--- src/verilog/hps_io_params.svh ---
//////////////////////////////////////////////////
// host command port constants
// widths, counts and the special key sequences
//////////////////////////////////////////////////
`ifndef HPS_IO_PARAMS_SVH
`define HPS_IO_PARAMS_SVH

// saturating word counter within a frame
`define HPS_IO_WORD_CNT_W 6

`define HPS_IO_NUM_JOY 6
`define HPS_IO_STATUS_W 128
`define HPS_IO_ADDR_W 27

// raw keyboard sequences with no single scan code
`define HPS_IO_KEY_PRNSCR_DN 32'hE012E07C
`define HPS_IO_KEY_PRNSCR_UP 32'h7CE0F012
`define HPS_IO_KEY_PAUSE_DN 32'hF014F077

// codes reported in ps2_key[9:0] for them
`define HPS_IO_CODE_PRNSCR_DN 10'h37C
`define HPS_IO_CODE_PRNSCR_UP 10'h17C
`define HPS_IO_CODE_PAUSE_DN 10'h377

`endif

--- src/verilog/hps_io_pkg.sv ---
//////////////////////////////////////////////////
// host command port types
// command encodings and bus word types
//////////////////////////////////////////////////
package hps_io_pkg;

	typedef logic [15:0] io_word_t;
	typedef logic [31:0] joy_word_t;

	// user port commands, framed by io_enable
	typedef enum logic [7:0] {
		NONE       = 8'h00,
		CFG        = 8'h01,
		JOY0       = 8'h02,
		JOY1       = 8'h03,
		MOUSE      = 8'h04,
		KBD        = 8'h05,
		JOY_RAW    = 8'h0F,
		JOY2       = 8'h10,
		JOY3       = 8'h11,
		JOY4       = 8'h12,
		JOY5       = 8'h13,
		STATUS     = 8'h1E,
		STATUS_REQ = 8'h29,
		MENUMASK   = 8'h2E,
		SDRAM_SZ   = 8'h31,
		INFO       = 8'h36
	} uio_cmd_e;

	// file channel commands, framed by fp_enable
	typedef enum logic [7:0] {
		FILE_TX     = 8'h53,
		FILE_TX_DAT = 8'h54,
		FILE_INDEX  = 8'h55,
		FILE_INFO   = 8'h56
	} fio_cmd_e;

	// unknown command words map to NONE
	function automatic uio_cmd_e uio_decode(input io_word_t w);
		uio_cmd_e c;
		c = uio_cmd_e'(w[7:0]);
		if (w[15:8] != 8'h00 || !(c inside {CFG, JOY0, JOY1, MOUSE, KBD, JOY_RAW, JOY2, JOY3,
				JOY4, JOY5, STATUS, STATUS_REQ, MENUMASK, SDRAM_SZ, INFO}))
			c = NONE;
		return c;
	endfunction

endpackage

--- src/verilog/uio_frame.sv ---
//////////////////////////////////////////////////
// uio_frame
// command latch, word counter, frame end pulse
// and the registered reply word
//////////////////////////////////////////////////
`timescale 1ns/10ps
`include "hps_io_params.svh"

module uio_frame (
	input  logic                          clk_sys,
	input  logic                          rst_n,
	input  logic                          io_enable,
	input  logic                          io_strobe,
	input  hps_io_pkg::io_word_t          io_din,
	output hps_io_pkg::uio_cmd_e          cmd,
	output logic [`HPS_IO_WORD_CNT_W-1:0] word_idx,
	output logic                          data_stb,
	output logic                          frame_end,
	input  hps_io_pkg::io_word_t          stflg_word,
	input  hps_io_pkg::io_word_t          info_word,
	input  logic [`HPS_IO_STATUS_W-1:0]   status_req,
	input  hps_io_pkg::io_word_t          joy_raw,
	input  hps_io_pkg::io_word_t          status_menumask,
	output hps_io_pkg::io_word_t          io_dout
);

	hps_io_pkg::uio_cmd_e cmd_in;
	hps_io_pkg::io_word_t reply;
	logic                 cmd_open;
	logic [2:0]           slice;

	assign cmd_open = (word_idx != '0);
	assign data_stb = io_enable & io_strobe & cmd_open;
	assign cmd_in   = hps_io_pkg::uio_decode(io_din);

	// status slice for word k is k-1
	assign slice = word_idx[2:0] - 3'd1;

	//////////////////////////////////////////////////
	// reply selection
	//////////////////////////////////////////////////
	always_comb begin
		reply = '0;
		if (!cmd_open) begin
			case (cmd_in)
				hps_io_pkg::STATUS_REQ: reply = stflg_word;
				hps_io_pkg::INFO:       reply = info_word;
				default:                reply = '0;
			endcase
		end else begin
			case (cmd)
				hps_io_pkg::STATUS_REQ: begin
					if (word_idx <= 8)
						reply = status_req[{slice, 4'b0000} +: 16];
				end
				hps_io_pkg::JOY_RAW: reply = joy_raw;
				hps_io_pkg::MENUMASK: begin
					if (word_idx == 1)
						reply = status_menumask;
				end
				default: reply = '0;
			endcase
		end
	end

	//////////////////////////////////////////////////
	// frame tracking
	//////////////////////////////////////////////////
	always_ff @(posedge clk_sys) begin
		if (!rst_n) begin
			cmd       <= hps_io_pkg::NONE;
			word_idx  <= '0;
			frame_end <= 1'b0;
			io_dout   <= '0;
		end else begin
			// cmd stays valid through the frame_end cycle
			frame_end <= ~io_enable & cmd_open;
			if (!io_enable) begin
				word_idx <= '0;
				io_dout  <= '0;
			end else if (io_strobe) begin
				io_dout <= reply;
				if (!cmd_open)
					cmd <= cmd_in;
				if (~&word_idx)
					word_idx <= word_idx + 1'b1;
			end
		end
	end

endmodule

--- src/verilog/uio_settings.sv ---
//////////////////////////////////////////////////
// uio_settings
// config, joystick, status and SDRAM size
// registers written by the host
//////////////////////////////////////////////////
`timescale 1ns/10ps
`include "hps_io_params.svh"

module uio_settings (
	input  logic                          clk_sys,
	input  logic                          rst_n,
	input  hps_io_pkg::uio_cmd_e          cmd,
	input  logic [`HPS_IO_WORD_CNT_W-1:0] word_idx,
	input  logic                          data_stb,
	input  hps_io_pkg::io_word_t          io_din,
	output hps_io_pkg::joy_word_t         joystick_0,
	output hps_io_pkg::joy_word_t         joystick_1,
	output hps_io_pkg::joy_word_t         joystick_2,
	output hps_io_pkg::joy_word_t         joystick_3,
	output hps_io_pkg::joy_word_t         joystick_4,
	output hps_io_pkg::joy_word_t         joystick_5,
	output logic [1:0]                    buttons,
	output logic                          forced_scandoubler,
	output logic                          direct_video,
	output logic [`HPS_IO_STATUS_W-1:0]   status,
	output logic [15:0]                   sdram_sz
);

	hps_io_pkg::io_word_t  cfg;
	hps_io_pkg::joy_word_t joy [`HPS_IO_NUM_JOY];
	logic [2:0]            joy_sel;
	logic                  joy_hit;
	logic [2:0]            slice;

	assign slice = word_idx[2:0] - 3'd1;

	// joystick number from the command
	always_comb begin
		joy_hit = 1'b1;
		joy_sel = 3'd0;
		case (cmd)
			hps_io_pkg::JOY0: joy_sel = 3'd0;
			hps_io_pkg::JOY1: joy_sel = 3'd1;
			hps_io_pkg::JOY2: joy_sel = 3'd2;
			hps_io_pkg::JOY3: joy_sel = 3'd3;
			hps_io_pkg::JOY4: joy_sel = 3'd4;
			hps_io_pkg::JOY5: joy_sel = 3'd5;
			default:          joy_hit = 1'b0;
		endcase
	end

	always_ff @(posedge clk_sys) begin
		if (!rst_n) begin
			cfg      <= '0;
			status   <= '0;
			sdram_sz <= '0;
			for (int i = 0; i < `HPS_IO_NUM_JOY; i++)
				joy[i] <= '0;
		end else if (data_stb) begin
			// word 1 is the low half, the rest the high half
			if (joy_hit) begin
				if (word_idx == 1)
					joy[joy_sel][15:0] <= io_din;
				else
					joy[joy_sel][31:16] <= io_din;
			end
			case (cmd)
				hps_io_pkg::CFG: cfg <= io_din;
				hps_io_pkg::STATUS: begin
					if (word_idx <= 8)
						status[{slice, 4'b0000} +: 16] <= io_din;
				end
				hps_io_pkg::SDRAM_SZ: begin
					if (word_idx == 1)
						sdram_sz <= io_din;
				end
				default: ;
			endcase
		end
	end

	assign joystick_0 = joy[0];
	assign joystick_1 = joy[1];
	assign joystick_2 = joy[2];
	assign joystick_3 = joy[3];
	assign joystick_4 = joy[4];
	assign joystick_5 = joy[5];

	// config word fields
	assign buttons            = cfg[1:0];
	assign forced_scandoubler = cfg[4];
	assign direct_video       = cfg[10];

endmodule

--- src/verilog/host_requests.sv ---
//////////////////////////////////////////////////
// host_requests
// core-side status and info requests held for
// the host to read back
//////////////////////////////////////////////////
`timescale 1ns/10ps
`include "hps_io_params.svh"

module host_requests (
	input  logic                        clk_sys,
	input  logic                        rst_n,
	input  logic                        status_set,
	input  logic [`HPS_IO_STATUS_W-1:0] status_in,
	input  logic                        info_req,
	input  logic [7:0]                  info,
	input  hps_io_pkg::uio_cmd_e        cmd,
	input  logic                        frame_end,
	output hps_io_pkg::io_word_t        stflg_word,
	output hps_io_pkg::io_word_t        info_word,
	output logic [`HPS_IO_STATUS_W-1:0] status_req
);

	logic       old_status_set;
	logic       old_info_req;
	logic [3:0] stflg;
	logic [7:0] info_n;

	always_ff @(posedge clk_sys) begin
		if (!rst_n) begin
			old_status_set <= 1'b0;
			old_info_req   <= 1'b0;
			stflg          <= '0;
			info_n         <= '0;
		end else begin
			old_status_set <= status_set;
			old_info_req   <= info_req;
			if (status_set && !old_status_set)
				stflg <= stflg + 4'd1;
			// host has read the info byte
			if (frame_end && cmd == hps_io_pkg::INFO)
				info_n <= '0;
			if (info_req && !old_info_req)
				info_n <= info;
		end
	end

	// status payload
	always_ff @(posedge clk_sys) begin
		if (status_set && !old_status_set)
			status_req <= status_in;
	end

	assign stflg_word = {8'h00, 4'hA, stflg};
	assign info_word  = {8'h00, info_n};

endmodule

--- src/verilog/ps2_event_decode.sv ---
//////////////////////////////////////////////////
// ps2_event_decode
// keyboard and mouse frames to event words
// with toggle bits
//////////////////////////////////////////////////
`timescale 1ns/10ps
`include "hps_io_params.svh"

module ps2_event_decode (
	input  logic                          clk_sys,
	input  logic                          rst_n,
	input  hps_io_pkg::uio_cmd_e          cmd,
	input  logic [`HPS_IO_WORD_CNT_W-1:0] word_idx,
	input  logic                          data_stb,
	input  hps_io_pkg::io_word_t          io_din,
	input  logic                          frame_end,
	output logic [10:0]                   ps2_key,
	output logic [24:0]                   ps2_mouse,
	output logic [15:0]                   ps2_mouse_ext
);

	logic        skip;
	logic        byte_ok;
	logic [31:0] key_raw;
	logic        pressed;
	logic        extended;
	logic [10:0] key_next;

	// high byte of all ones marks the frame as skipped
	assign byte_ok = ~&io_din[15:8] & ~skip;

	assign pressed  = (key_raw[15:8] != 8'hF0);
	assign extended = pressed ? (key_raw[15:8] == 8'hE0) : (key_raw[23:16] == 8'hE0);

	always_comb begin
		key_next = {~ps2_key[10], pressed, extended, key_raw[7:0]};
		case (key_raw)
			`HPS_IO_KEY_PRNSCR_DN: key_next[9:0] = `HPS_IO_CODE_PRNSCR_DN;
			`HPS_IO_KEY_PRNSCR_UP: key_next[9:0] = `HPS_IO_CODE_PRNSCR_UP;
			`HPS_IO_KEY_PAUSE_DN:  key_next[9:0] = `HPS_IO_CODE_PAUSE_DN;
			default: ;
		endcase
	end

	// raw key bytes, fresh from word 1
	always_ff @(posedge clk_sys) begin
		if (data_stb && cmd == hps_io_pkg::KBD && byte_ok)
			key_raw <= {(word_idx == 1) ? 24'h000000 : key_raw[23:0], io_din[7:0]};
	end

	always_ff @(posedge clk_sys) begin
		if (!rst_n) begin
			skip          <= 1'b0;
			ps2_key       <= '0;
			ps2_mouse     <= '0;
			ps2_mouse_ext <= '0;
		end else if (frame_end) begin
			skip <= 1'b0;
			if (!skip && cmd == hps_io_pkg::KBD)
				ps2_key <= key_next;
			if (!skip && cmd == hps_io_pkg::MOUSE)
				ps2_mouse[24] <= ~ps2_mouse[24];
		end else if (data_stb) begin
			if (&io_din[15:8])
				skip <= 1'b1;
			if (cmd == hps_io_pkg::MOUSE && byte_ok) begin
				case (word_idx)
					1: begin
						ps2_mouse[7:0]     <= io_din[7:0];
						ps2_mouse_ext[7:0] <= {io_din[14], io_din[14:8]};
					end
					2: begin
						ps2_mouse[15:8]     <= io_din[7:0];
						ps2_mouse_ext[11:8] <= io_din[11:8];
					end
					3: begin
						ps2_mouse[23:16]     <= io_din[7:0];
						ps2_mouse_ext[15:12] <= io_din[11:8];
					end
					default: ;
				endcase
			end
		end
	end

endmodule

--- src/verilog/file_transfer.sv ---
//////////////////////////////////////////////////
// file_transfer
// file channel decoder, drives download address,
// byte data and write strobe
//////////////////////////////////////////////////
`timescale 1ns/10ps
`include "hps_io_params.svh"

module file_transfer (
	input  logic                      clk_sys,
	input  logic                      rst_n,
	input  logic                      fp_enable,
	input  logic                      io_strobe,
	input  hps_io_pkg::io_word_t      io_din,
	output logic                      ioctl_download,
	output logic                      ioctl_wr,
	output logic [15:0]               ioctl_index,
	output logic [`HPS_IO_ADDR_W-1:0] ioctl_addr,
	output logic [7:0]                ioctl_dout,
	output logic [31:0]               ioctl_file_ext
);

	hps_io_pkg::fio_cmd_e      fcmd;
	logic                      has_cmd;
	logic [1:0]                cnt;
	logic                      wr;
	logic [`HPS_IO_ADDR_W-1:0] addr;

	//////////////////////////////////////////////////
	// command and control state
	//////////////////////////////////////////////////
	always_ff @(posedge clk_sys) begin
		if (!rst_n) begin
			has_cmd        <= 1'b0;
			cnt            <= '0;
			wr             <= 1'b0;
			ioctl_wr       <= 1'b0;
			ioctl_download <= 1'b0;
			ioctl_index    <= '0;
			ioctl_file_ext <= '0;
		end else begin
			// write pulse lags the data strobe by two cycles
			ioctl_wr <= wr;
			wr       <= 1'b0;
			if (!fp_enable) begin
				has_cmd <= 1'b0;
			end else if (io_strobe && !has_cmd) begin
				fcmd    <= hps_io_pkg::fio_cmd_e'(io_din[7:0]);
				has_cmd <= 1'b1;
				cnt     <= '0;
			end else if (io_strobe) begin
				if (~&cnt)
					cnt <= cnt + 2'd1;
				case (fcmd)
					hps_io_pkg::FILE_INDEX: ioctl_index <= io_din;
					hps_io_pkg::FILE_INFO: begin
						if (cnt == 2'd0)
							ioctl_file_ext[31:16] <= io_din;
						else if (cnt == 2'd1)
							ioctl_file_ext[15:0] <= io_din;
					end
					hps_io_pkg::FILE_TX: begin
						if (cnt == 2'd0)
							ioctl_download <= (io_din[7:0] != 8'h00);
					end
					hps_io_pkg::FILE_TX_DAT: wr <= ioctl_download;
					default: ;
				endcase
			end
		end
	end

	//////////////////////////////////////////////////
	// address and data
	//////////////////////////////////////////////////
	always_ff @(posedge clk_sys) begin
		if (fp_enable && io_strobe && has_cmd) begin
			if (fcmd == hps_io_pkg::FILE_TX) begin
				case (cnt)
					2'd0: if (io_din[7:0] != 8'h00) addr <= '0;
					2'd1: addr[15:0] <= io_din;
					2'd2: addr[`HPS_IO_ADDR_W-1:16] <= io_din[`HPS_IO_ADDR_W-17:0];
					default: ;
				endcase
			end else if (fcmd == hps_io_pkg::FILE_TX_DAT && ioctl_download) begin
				ioctl_addr <= addr;
				ioctl_dout <= io_din[7:0];
				addr       <= addr + 1'b1;
			end
		end
	end

endmodule

--- src/verilog/hps_io.sv ---
//////////////////////////////////////////////////
// hps_io
// host command port for the game core: user
// commands, settings, requests, PS/2 events and
// the file download channel
//////////////////////////////////////////////////
`timescale 1ns/10ps
`include "hps_io_params.svh"

module hps_io (
	input  logic                         clk_sys,
	input  logic                         rst_n,
	input  logic                         io_enable,
	input  logic                         fp_enable,
	input  logic                         io_strobe,
	input  hps_io_pkg::io_word_t         io_din,
	output hps_io_pkg::io_word_t         io_dout,
	input  hps_io_pkg::io_word_t         joy_raw,
	input  hps_io_pkg::io_word_t         status_menumask,
	output hps_io_pkg::joy_word_t        joystick_0,
	output hps_io_pkg::joy_word_t        joystick_1,
	output hps_io_pkg::joy_word_t        joystick_2,
	output hps_io_pkg::joy_word_t        joystick_3,
	output hps_io_pkg::joy_word_t        joystick_4,
	output hps_io_pkg::joy_word_t        joystick_5,
	output logic [1:0]                   buttons,
	output logic                         forced_scandoubler,
	output logic                         direct_video,
	output logic [`HPS_IO_STATUS_W-1:0]  status,
	input  logic [`HPS_IO_STATUS_W-1:0]  status_in,
	input  logic                         status_set,
	output logic [15:0]                  sdram_sz,
	input  logic                         info_req,
	input  logic [7:0]                   info,
	output logic [10:0]                  ps2_key,
	output logic [24:0]                  ps2_mouse,
	output logic [15:0]                  ps2_mouse_ext,
	output logic                         ioctl_download,
	output logic                         ioctl_wr,
	output logic [15:0]                  ioctl_index,
	output logic [`HPS_IO_ADDR_W-1:0]    ioctl_addr,
	output logic [7:0]                   ioctl_dout,
	output logic [31:0]                  ioctl_file_ext
);

	hps_io_pkg::uio_cmd_e               cmd;
	logic [`HPS_IO_WORD_CNT_W-1:0]      word_idx;
	logic                               data_stb;
	logic                               frame_end;
	hps_io_pkg::io_word_t               stflg_word;
	hps_io_pkg::io_word_t               info_word;
	logic [`HPS_IO_STATUS_W-1:0]        status_req;

	uio_frame u_frame (
		.clk_sys, .rst_n, .io_enable, .io_strobe, .io_din,
		.cmd, .word_idx, .data_stb, .frame_end,
		.stflg_word, .info_word, .status_req, .joy_raw, .status_menumask,
		.io_dout
	);

	uio_settings u_settings (
		.clk_sys, .rst_n, .cmd, .word_idx, .data_stb, .io_din,
		.joystick_0, .joystick_1, .joystick_2, .joystick_3, .joystick_4, .joystick_5,
		.buttons, .forced_scandoubler, .direct_video, .status, .sdram_sz
	);

	host_requests u_requests (
		.clk_sys, .rst_n, .status_set, .status_in, .info_req, .info,
		.cmd, .frame_end, .stflg_word, .info_word, .status_req
	);

	ps2_event_decode u_ps2 (
		.clk_sys, .rst_n, .cmd, .word_idx, .data_stb, .io_din, .frame_end,
		.ps2_key, .ps2_mouse, .ps2_mouse_ext
	);

	file_transfer u_file (
		.clk_sys, .rst_n, .fp_enable, .io_strobe, .io_din,
		.ioctl_download, .ioctl_wr, .ioctl_index, .ioctl_addr, .ioctl_dout,
		.ioctl_file_ext
	);

endmodule

--- config.mk ---
export PLATFORM = sky130hd
export DESIGN_NAME = hps_io
export DESIGN_NICKNAME = d
export VERILOG_FILES = /design/src/verilog/hps_io_pkg.sv /design/src/verilog/uio_frame.sv /design/src/verilog/uio_settings.sv /design/src/verilog/host_requests.sv /design/src/verilog/ps2_event_decode.sv /design/src/verilog/file_transfer.sv /design/src/verilog/hps_io.sv
export VERILOG_INCLUDE_DIRS = /design/src /design/src/verilog
export SDC_FILE = /design/constraint.sdc
export NUM_CORES = 1
export LEC_CHECK = 0
export ABC_AREA = 1
export CORE_AREA = 5 5 266 268
export CTS_CLUSTER_DIAMETER = 40
export DETAILED_ROUTE_END_ITERATION = 6
export DIE_AREA = 0 0 271 273
export DONT_BUFFER_PORTS = 1
export PLACE_DENSITY = 0.57
export SYNTH_ARGS = -nofsm -noshare
export SYNTH_HDL_FRONTEND = slang
export SYNTH_SLANG_ARGS = --single-unit
--- constraint.sdc ---
create_clock -name clk_sys -period 14.8 [get_ports clk_sys]
set_input_delay 1.48 -clock clk_sys [delete_from_list [all_inputs] [get_ports clk_sys]]
set_output_delay 1.48 -clock clk_sys [all_outputs]
set_load 0.005 [all_outputs]
# ---- After elaboration in Yosys (flattened, before gate mapping)
# Memory sizes are Yosys's and may differ from the RTL's.
# Cells that the tools add are included.
dict set report totals {
  register_bits 536
  ram_bits 192
  input_bits 191
  n_memories 1
}
# name depth width rd rd_clocked_by_memory_dff write_ports line_no
set memory_table {}
lappend memory_table {u_settings.joy 6 32 6 0 6 uio_settings.sv:30} ;# hps_io_pkg::joy_word_t joy [`HPS_IO_NUM_JOY];
dict set report classes {
  add_sub_neg 6
  magnitude_cmp 1
  eq_ne 51
  n_shift 3
  n_mux 35
  bitwise_logic 18
  reduce_logical 56
}
# cell n
set op_table {}
lappend op_table {{$bwmux 128} 1}
lappend op_table {{$shift 16x9->128 const A} 1}
lappend op_table {{$shiftx 128x8->16} 1}
lappend op_table {{$shiftx 16x9->128} 1}
lappend op_table {{$mux 27} 3}
lappend op_table {{$eq 8x5->1 const B} 10}
lappend op_table {{$eq 8x6->1 const B} 10}
lappend op_table {{$eq 32x32->1 const B} 2}
lappend op_table {{$mux 16} 3}
lappend op_table {{$pmux 16 s3} 1}
lappend op_table {{$eq 32x31->1 const B} 1}
lappend op_table {{$eq 8x2->1 const B} 4}
lappend op_table {{$eq 8x3->1 const B} 4}
lappend op_table {{$eq 8x7->1 const B} 4}
lappend op_table {{$mux 32} 1}
lappend op_table {{$pmux 16 s2} 1}
lappend op_table {{$reduce_or 32->1} 1}
lappend op_table {{$pmux 10 s3} 1}
lappend op_table {{$add 27x1->27 const B} 1}
lappend op_table {{$mux 8} 3}
lappend op_table {{$reduce_and 4->1} 6}
lappend op_table {{$pmux 11 s2} 1}
lappend op_table {{$reduce_and 3->1} 6}
lappend op_table {{$eq 8x1->1 const B} 2}
lappend op_table {{other kinds (40)} 101}

# ---- Longest topological paths before layout
# Gate-level depths: netlist of run 1.
dict set report depth {
  word_depth 9
  ltp_mapped 17
  depth_no_buf 13
}

# ---- Modules after synthesis
# Synthesis of run 1 repeated with hierarchy kept, for this count alone.
dict set report unflattened {
  cells_unflattened 3377
  area_unflattened_um2 30753.2
}
# mod instances cells_per_inst area_each_um2 seq_area_each_um2
set by_module_without_submodules {}
lappend by_module_without_submodules {uio_settings 1 1475 13437.9 8728.4}
lappend by_module_without_submodules {file_transfer 1 608 5469.0 3183.1}
lappend by_module_without_submodules {host_requests 1 224 4561.9 4124.0}
lappend by_module_without_submodules {ps2_event_decode 1 479 3827.4 2001.9}
lappend by_module_without_submodules {uio_frame 1 591 3457.1 620.6}

# ---- Least setup slack after synthesis of run 1
# Ideal clock, no wire load.
dict set report synth_path {
  path_type {input-to-reg}
  from {input status_set}
  to {register u_requests.stflg[3]}
  setup_time_ns 0.121
  arrival_time_ns 7.850
  required_time_ns 14.679
  path_slack_ns 6.830
  path_stages 6
  n_path_buf 0
  path_cell_list {inv_1 > nor2_1 > nand2_1 > nor2_1 > and3_1 > nor3_1}
}
dict set report synth_via {
  elab_chain_cells 1
}
# item line_no
set synth_rtl {}
lappend synth_rtl {{start: declaration} hps_io.sv:31} ;# input logic status_set,
lappend synth_rtl {{$logic_and 1x1->1} host_requests.sv:37} ;# if (status_set && !old_status_set)
lappend synth_rtl {{end signal: assignment} host_requests.sv:38} ;# stflg <= stflg + 4'd1;
lappend synth_rtl {{end: declaration} host_requests.sv:25} ;# logic [3:0] stflg;
# Every way passes these cells.
# A chain may end at the register's enable or synchronous reset.

# ---- Worst setup path in the final report of run 1
dict set report layout_path {
  from {register u_frame.word_idx[0]}
  to {register u_settings.status[71]}
}
dict set report layout_via {
  elab_chain_cells 4
  elab_cells_between_ends 9
  cone_classes {add/sub (2); order compare (1); shift (2); mux (1); bitwise (1); reduce/logical (2)}
}
# item line_no
set layout_rtl {}
lappend layout_rtl {{start: declaration} uio_frame.sv:16} ;# output logic [`HPS_IO_WORD_CNT_W-1:0] word_idx,
lappend layout_rtl {{start signal: assignment} uio_frame.sv:86} ;# word_idx <= word_idx + 1'b1;
lappend layout_rtl {{$sub 3x1->3} uio_settings.sv:35} ;# assign slice = word_idx[2:0] - 3'd1;
lappend layout_rtl {{$neg 7->9} uio_settings.sv:71} ;# status[{slice, 4'b0000} +: 16] <= io_din;
lappend layout_rtl {{$shiftx 16x9->128 / $shift 16x9->128 (equally long branches)} uio_settings.sv:71}
lappend layout_rtl {{$bwmux 128} uio_settings.sv:71}
lappend layout_rtl {{end signal: indexed assignment} uio_settings.sv:71}
lappend layout_rtl {{end: declaration} uio_settings.sv:25} ;# output logic [`HPS_IO_STATUS_W-1:0] status,
# Parallel ways exist; a longest one is shown, timed or not.

==> flow_summary.json, run 1 <==
{
  "finalNonFillerCells": 3812,
  "die_x_um": 271,
  "p_comb_share_pct": 2.7,
  "slowest_delay_ps": 990,
  "overflow": 0,
  "p_seq_share_pct": 44.9,
  "layout-drive-gt1-share_pct": 10.8,
  "slowest_stage": "nor2_2",
  "cts_resized": 0,
  "worstPathArrival_ps": 4790,
  "slew_viol_final": 0,
  "cp-end-kind": "register",
  "yosys_warnings": 0,
  "syn_nets": 3044,
  "power_mw": 4.88,
  "rsz0062_at_grt": "no",
  "r2r_end": "u_settings.status[71]",
  "finalSetupViolations": 0,
  "dp_slack_ps": 10380,
  "firstDrtPassIters": 6,
  "stdcell_area_um2": 32800,
  "finClkSkew_ps": 33.0,
  "worst_slew_pin_slew_ps": 1260,
  "drt_iter0_drc": 1811,
  "pwr-share-clk_pct": 52.3,
  "swShare_pct": 23.0,
  "crit_chain": "buf_4 -> inv_2 -> buf_4 -> ha_1 -> xnor2_2 -> buf_4 -> clkinv_1 -> nand4_1 -> nor2_2 -> o21ai_0 -> a21oi_1",
  "synth_mux_area_share_pct": 0,
  "max_freq_mhz": 237,
  "synth_top_family_by_area": "simple AND/OR/NAND/NOR gates",
  "grt_max_degree": 268,
  "fin_hold_ws_ps": 457,
  "cts.clk_slew.worst_paths_ps": 60,
  "wl_um": 97700,
  "netlist_area_um2": 28400,
  "rows": 96,
  "postPlaceCellArea_um2": 29100,
  "synth_seq_area_share_pct": 65.7,
  "vdd_drop_max_v": 0.000102,
  "grt_pass1_vias": 19900,
  "hold_viol": 0,
  "cp_max_fo": 85,
  "synth_edf_count": 422,
  "numClockSinks": 721,
  "ys_ff_latch": 721,
  "r2r_start": "u_frame.word_idx[0]",
  "die_area_um2": 74000,
  "die_h_um": 273,
  "cts_setup_buffers": 0,
  "vias_per_cell": 5.47,
  "fin_crit_ps": 4220,
  "criticalPathCategory": "reg2reg",
  "wl_per_cell_um": 25.6,
  "n_fill_cell": 6227,
  "yosysUniqueCellTypes": 50,
  "path_delay_family": "buffers and inverters",
  "finalSetupTns_ps": 0,
  "io_buffers": 0,
  "routed-via-count": 20900,
  "cts_tree": "done",
  "power.density_nw_per_um2": 149,
  "cts_made_buffers": 101,
  "synth_xor_area_share_pct": 0.520,
  "hold_end": "u_frame.cmd[6]",
  "grt_pass1_wl_um": 137000,
  "ys.flop_type": "edfxtp_1",
  "ant_nets": 0,
  "syn_avg_cell_area_um2": 10.0,
  "grtUsageTotal_pct": 25.1,
  "nNetsFinal": 3039,
  "cts_hold_buf": 0,
  "dp_cells": 3613,
  "p_int_mw": 3.76,
  "htreeDepth": 3,
  "hold_path.class": "reg2reg",
  "path_common_cell": "buf_4",
  "p_leak_nw": 12.4,
  "cts_max_path_buffers": 3,
  "clk_latency_ps": 660,
  "hp-start": "u_frame.cmd[6]",
  "yosys.area_share.adder_pct": 0.616,
  "cap_violations": 0,
  "pin_count": 684,
  "synth_compound_area_share_pct": 10.5,
  "layout_common_cells": "nor2_1 (577), edfxtp_1 (422), dfxtp_1 (298), nand2_1 (289), o21ai_0 (279)",
  "syn_to_final_growth_pct": 15.6,
  "start_util_pct": 41.7,
  "period_share_pct": 28.5,
  "start_kind": "register",
  "synthCells": 2839,
  "cp_num_buf_inv": 5,
  "synth_simple_gate_area_share_pct": 17.1,
  "antenna_found_initial": 10,
  "dpl.hpwl_um": 69000,
  "power.switching_mw": 1.12,
  "final_common_cell": "nor2_1",
  "rr_worst_depth": 11,
  "status": "finished clean",
  "timing.final.ws_setup_ps": 10580,
  "hold-path-cell-count": 2,
  "async_reset_ff_share_pct": 0,
  "drc": 0,
  "cts-root-buf": "clkbuf_16",
  "fin_util_pct": 48.2,
  "place_congestion": 0.917,
  "crit_required_ps": 15370,
  "design.core.area_um2": 68100,
  "maxSlewHeadroom_pct": 15.6,
  "r2r_slack_ps": 10580
}
worst max-delay path by stage:
stage	startpoint	to	slack, ps	cells past startpoint
after floorplan	status_set	u_requests.stflg[3]	6830	6
after global routing	u_frame.word_idx[0]	u_settings.status[73]	10260	11
final	u_frame.word_idx[0]	u_settings.status[71]	10580	11
after detailed placement	rst_n	u_settings.joy[4][30]	10380	9
after CTS	u_frame.word_idx[0]	u_settings.status[71]	10540	11
after global placement	rst_n	u_settings.joy[4][16]	10560	9
layout make-up:
cell class	instances	area, um^2	share of cell area (%)
antenna	7	17.5	0.0533
clock buffer	117	2760	8.41
clock inverter	75	921	2.80
inverter	255	967	2.95
multi-input combinational	1728	8210	25.0
sequential	721	18700	56.8
tap	882	1100	3.36
timing repair buffer	27	203	0.617
power groups by stage:
| stage | Clock, mW | Sequential, mW | Combinational, mW |
|---|---|---|---|
| after floorplan | 0 | 2.22 | 0.0965 |
| after global placement | 0 | 2.24 | 0.132 |
| after detailed placement | 0 | 2.24 | 0.134 |
| after CTS | 2.60 | 2.19 | 0.135 |
| after global routing | 2.70 | 2.20 | 0.146 |
| final | 2.55 | 2.19 | 0.133 |
layer usage:
metal  vias to the layer above  wire length [um]  GRT usage [%]  part of all wire [%]
met5                         -                55              0                 0.056
met4                         8              4410           10.8                   4.5
met3                       206              9420           8.64                   9.6
met2                      1076             48400           43.2                    50
met1                      9929             35400           28.5                    36
li1                       9636                 -              -                     -
worst min-delay path: stages (launching register included):
cell and delay [ps]:
dfxtp_1 310, nand2_1 60, nor2_1 40
sequential cells by signal (all words and copies together) (netlist names), 25 cells and up:
signal	cells
u_file.addr	27
u_file.ioctl_addr	27
u_file.ioctl_file_ext	32
u_ps2.key_raw	32
u_ps2.ps2_mouse	25
u_requests.status_req	128
u_settings.joy	192
u_settings.status	128
cell usage after synthesis (2+ instances only):
cell type	instances	area share, %
a211oi_1	2	0.053
a21oi_1	194	3.4
a31oi_1	2	0.044
buf_1	6	0.079
buf_2	25	0.44
buf_4	6	0.16
buf_6	7	0.28
clkbuf_1	91	1.2
clkinv_1	12	0.16
dfxtp_1	299	21
edfxtp_1	422	45
ha_1	14	0.62
inv_1	217	2.9
inv_2	23	0.30
inv_4	2	0.044
nand2_1	289	3.8
nand2_2	11	0.24
nand2_4	2	0.079
nand3_1	103	1.8
nand3_2	7	0.25
nand4_1	29	0.64
nor2_1	578	7.6
nor2_2	21	0.46
nor2_4	3	0.12
nor3_1	49	0.86
nor3_2	2	0.070
nor3_4	7	0.40
nor4_1	10	0.22
o211ai_1	10	0.26
o21a_1	5	0.13
o21ai_0	279	4.9
o21ai_1	50	0.88
o21bai_1	3	0.079
o221ai_1	14	0.43
o22ai_1	8	0.18
or2_2	10	0.22
xnor2_1	8	0.25
xor2_1	7	0.22
cell families (layout without fill, tap and decap cells):
kind of cell / count (synthesis) / after routing
AO/OA/AOI/OAI: 570 / 570
XOR/XNOR: 16 / 16
adder cells (fa/ha/maj): 14 / 14
buffers and inverters: 390 / 474
flip-flops: 721 / 721
other: 0 / 7
AND/OR/NAND/NOR: 1128 / 1128
Note: power is estimated with default switching activity, not from simulation.
==> run 2, diff against run 1 <==
Clock period 14.8 ns to 4.4 ns, I/O delays scaled along.
==> run 2 against run 1 <==
Net effect:
- fmax is 21% higher
- design area up 4.9%
- register-to-register slack worse by 9700 ps
- sequential power grew to 3.4 times the previous value
- die area is the same
- global-route usage is 2.1 points higher
- first-iteration DRC count up 9.9%
- worst hold slack lost 420 ps
- core utilization is 2.4 points higher
- critical path type unchanged
- largest cell class unchanged
==> flow_summary.json, run 2 (same netlist as run 1, synthesis figures left out) <==
{
  "status": "finished clean",
  "grt_pass1_wl_um": 149000,
  "start_kind": "register",
  "finalSetupViolations": 0,
  "layout_common_cells": "nor2_1 (577), edfxtp_1 (422), dfxtp_1 (298), nand2_1 (289), o21ai_0 (279)",
  "drc": 0,
  "finalSetupTns_ps": 0,
  "p_leak_nw": 13.1,
  "nNetsFinal": 3212,
  "multi_input_area_um2": 8210,
  "die_h_um": 273,
  "crit_required_ps": 4690,
  "cap_violations": 0,
  "cp-end-kind": "register",
  "die_x_um": 271,
  "cp_max_fo": 21,
  "cts_setup_buffers": 0,
  "power.density_nw_per_um2": 472,
  "top_register": "u_settings.joy",
  "design.core.area_um2": 68100,
  "vdd_drop_max_v": 0.000319,
  "rows": 96,
  "overflow": 0,
  "final_common_cell": "nor2_1",
  "layout-drive-gt1-share_pct": 10.0,
  "postPlaceCellArea_um2": 29200,
  "drt_iter0_drc": 1991,
  "finClkSkew_ps": 39.4,
  "cts_made_buffers": 101,
  "ant_nets": 0,
  "cts_max_path_buffers": 3,
  "dpl.hpwl_um": 68900,
  "power_mw": 16.3,
  "wl_per_cell_um": 26.4,
  "grt_pass1_vias": 21400,
  "max_freq_mhz": 287,
  "maxSlewHeadroom_pct": 16.1,
  "cts-root-buf": "clkbuf_16",
  "fin_crit_ps": 3490,
  "period_share_pct": 79.2,
  "place_congestion": 0.882,
  "htreeDepth": 3,
  "syn_to_final_growth_pct": 21.3,
  "n_fill_cell": 6046,
  "timing.final.ws_setup_ps": 915,
  "grt_max_degree": 188,
  "cts.clk_slew.worst_paths_ps": 60,
  "largest_register_ffs": 192,
  "vias_per_cell": 5.54,
  "clk_latency_ps": 640,
  "hold_path.class": "in2reg",
  "routed-via-count": 22000,
  "io_buffers": 0,
  "numClockSinks": 721,
  "criticalPathCategory": "reg2reg",
  "die_area_um2": 74000,
  "slew_viol_final": 0,
  "stdcell_area_um2": 34500,
  "reg.largest.list": "u_settings.joy: 192 flops, u_requests.status_req: 128 flops, u_settings.status: 128 flops",
  "dp_slack_ps": 948,
  "wl_um": 105000,
  "start_util_pct": 41.7,
  "fin_util_pct": 50.6,
  "antenna_found_initial": 11,
  "rsz0062_at_grt": "no",
  "firstDrtPassIters": 6,
  "cts_tree": "done",
  "grtUsageTotal_pct": 27.2,
  "worst_slew_pin_slew_ps": 1260,
  "final-seq-area_um2": 18700,
  "hold_viol": 0,
  "pin_count": 684,
  "worstPathArrival_ps": 3770
}
[run 2: worst max-delay path, stage by stage (launching register included)]
cell and delay, ps:
dfxtp_1 400, inv_1 140, ha_2 230, nand3_4 140, nand2_4 70, inv_6 90
nand2_2 60, inv_4 190, nand2_2 440, nor2_4 330, nand3_2 360, nand2_1 670
[run 2: routing by layer]
metal	vias to the layer above	GRT usage (%)	part of all wire (%)
met4	2	10.7	4.0
met5	-	0	0.019
li1	9978	-	-
met2	1150	47.9	50
met3	228	7.91	9.5
met1	10700	31.4	36
[run 2: path summary, 6_finish.rpt]
kind              cells past startpoint  slack (ps)                    end           startpoint
hold reg to reg                       2         420        u_file.ioctl_wr            u_file.wr
setup reg to reg                     11         910  u_settings.joy[2][14]  u_frame.word_idx[1]
setup / recovery                     11         910  u_settings.joy[2][14]  u_frame.word_idx[1]
hold / removal                        3          40       u_ps2.ps2_key[3]                rst_n
[run 2: cell type report]
cell class	instances	area share (%)
Antenna cell	4	0.0291
Clock buffer	125	8.04
Clock inverter	67	2.17
Inverter	255	2.81
Multi-Input combinational cell	1728	23.8
Sequential cell	721	54.2
Tap cell	882	3.20
Timing Repair Buffer	200	5.75
[run 2: timing repair]
| action | 4_1_cts | 5_1_grt |
|---|---|---|
| hold buffers | 173 | 0 |
| setup endpoints to repair | 0 | 0 |
| resized for setup | 0 | 0 |
| hold endpoints to repair | 372 | 0 |
[run 2: power by group]
group	internal [mW]	total (mW)	switching (mW)
Combinational	0.208	0.663	0.455
Sequential	7.29	7.38	0.0916
Clock	4.95	8.21	3.26
Total	12.4	16.3	3.81
[run 2: per-stage QoR]
step	hold slack, ps	cells
floorplan	390	2839
global placement	419	3613
detailed placement	410	3613
CTS	0.666	3978
global route	30.1	3979
finish	37.5	3982
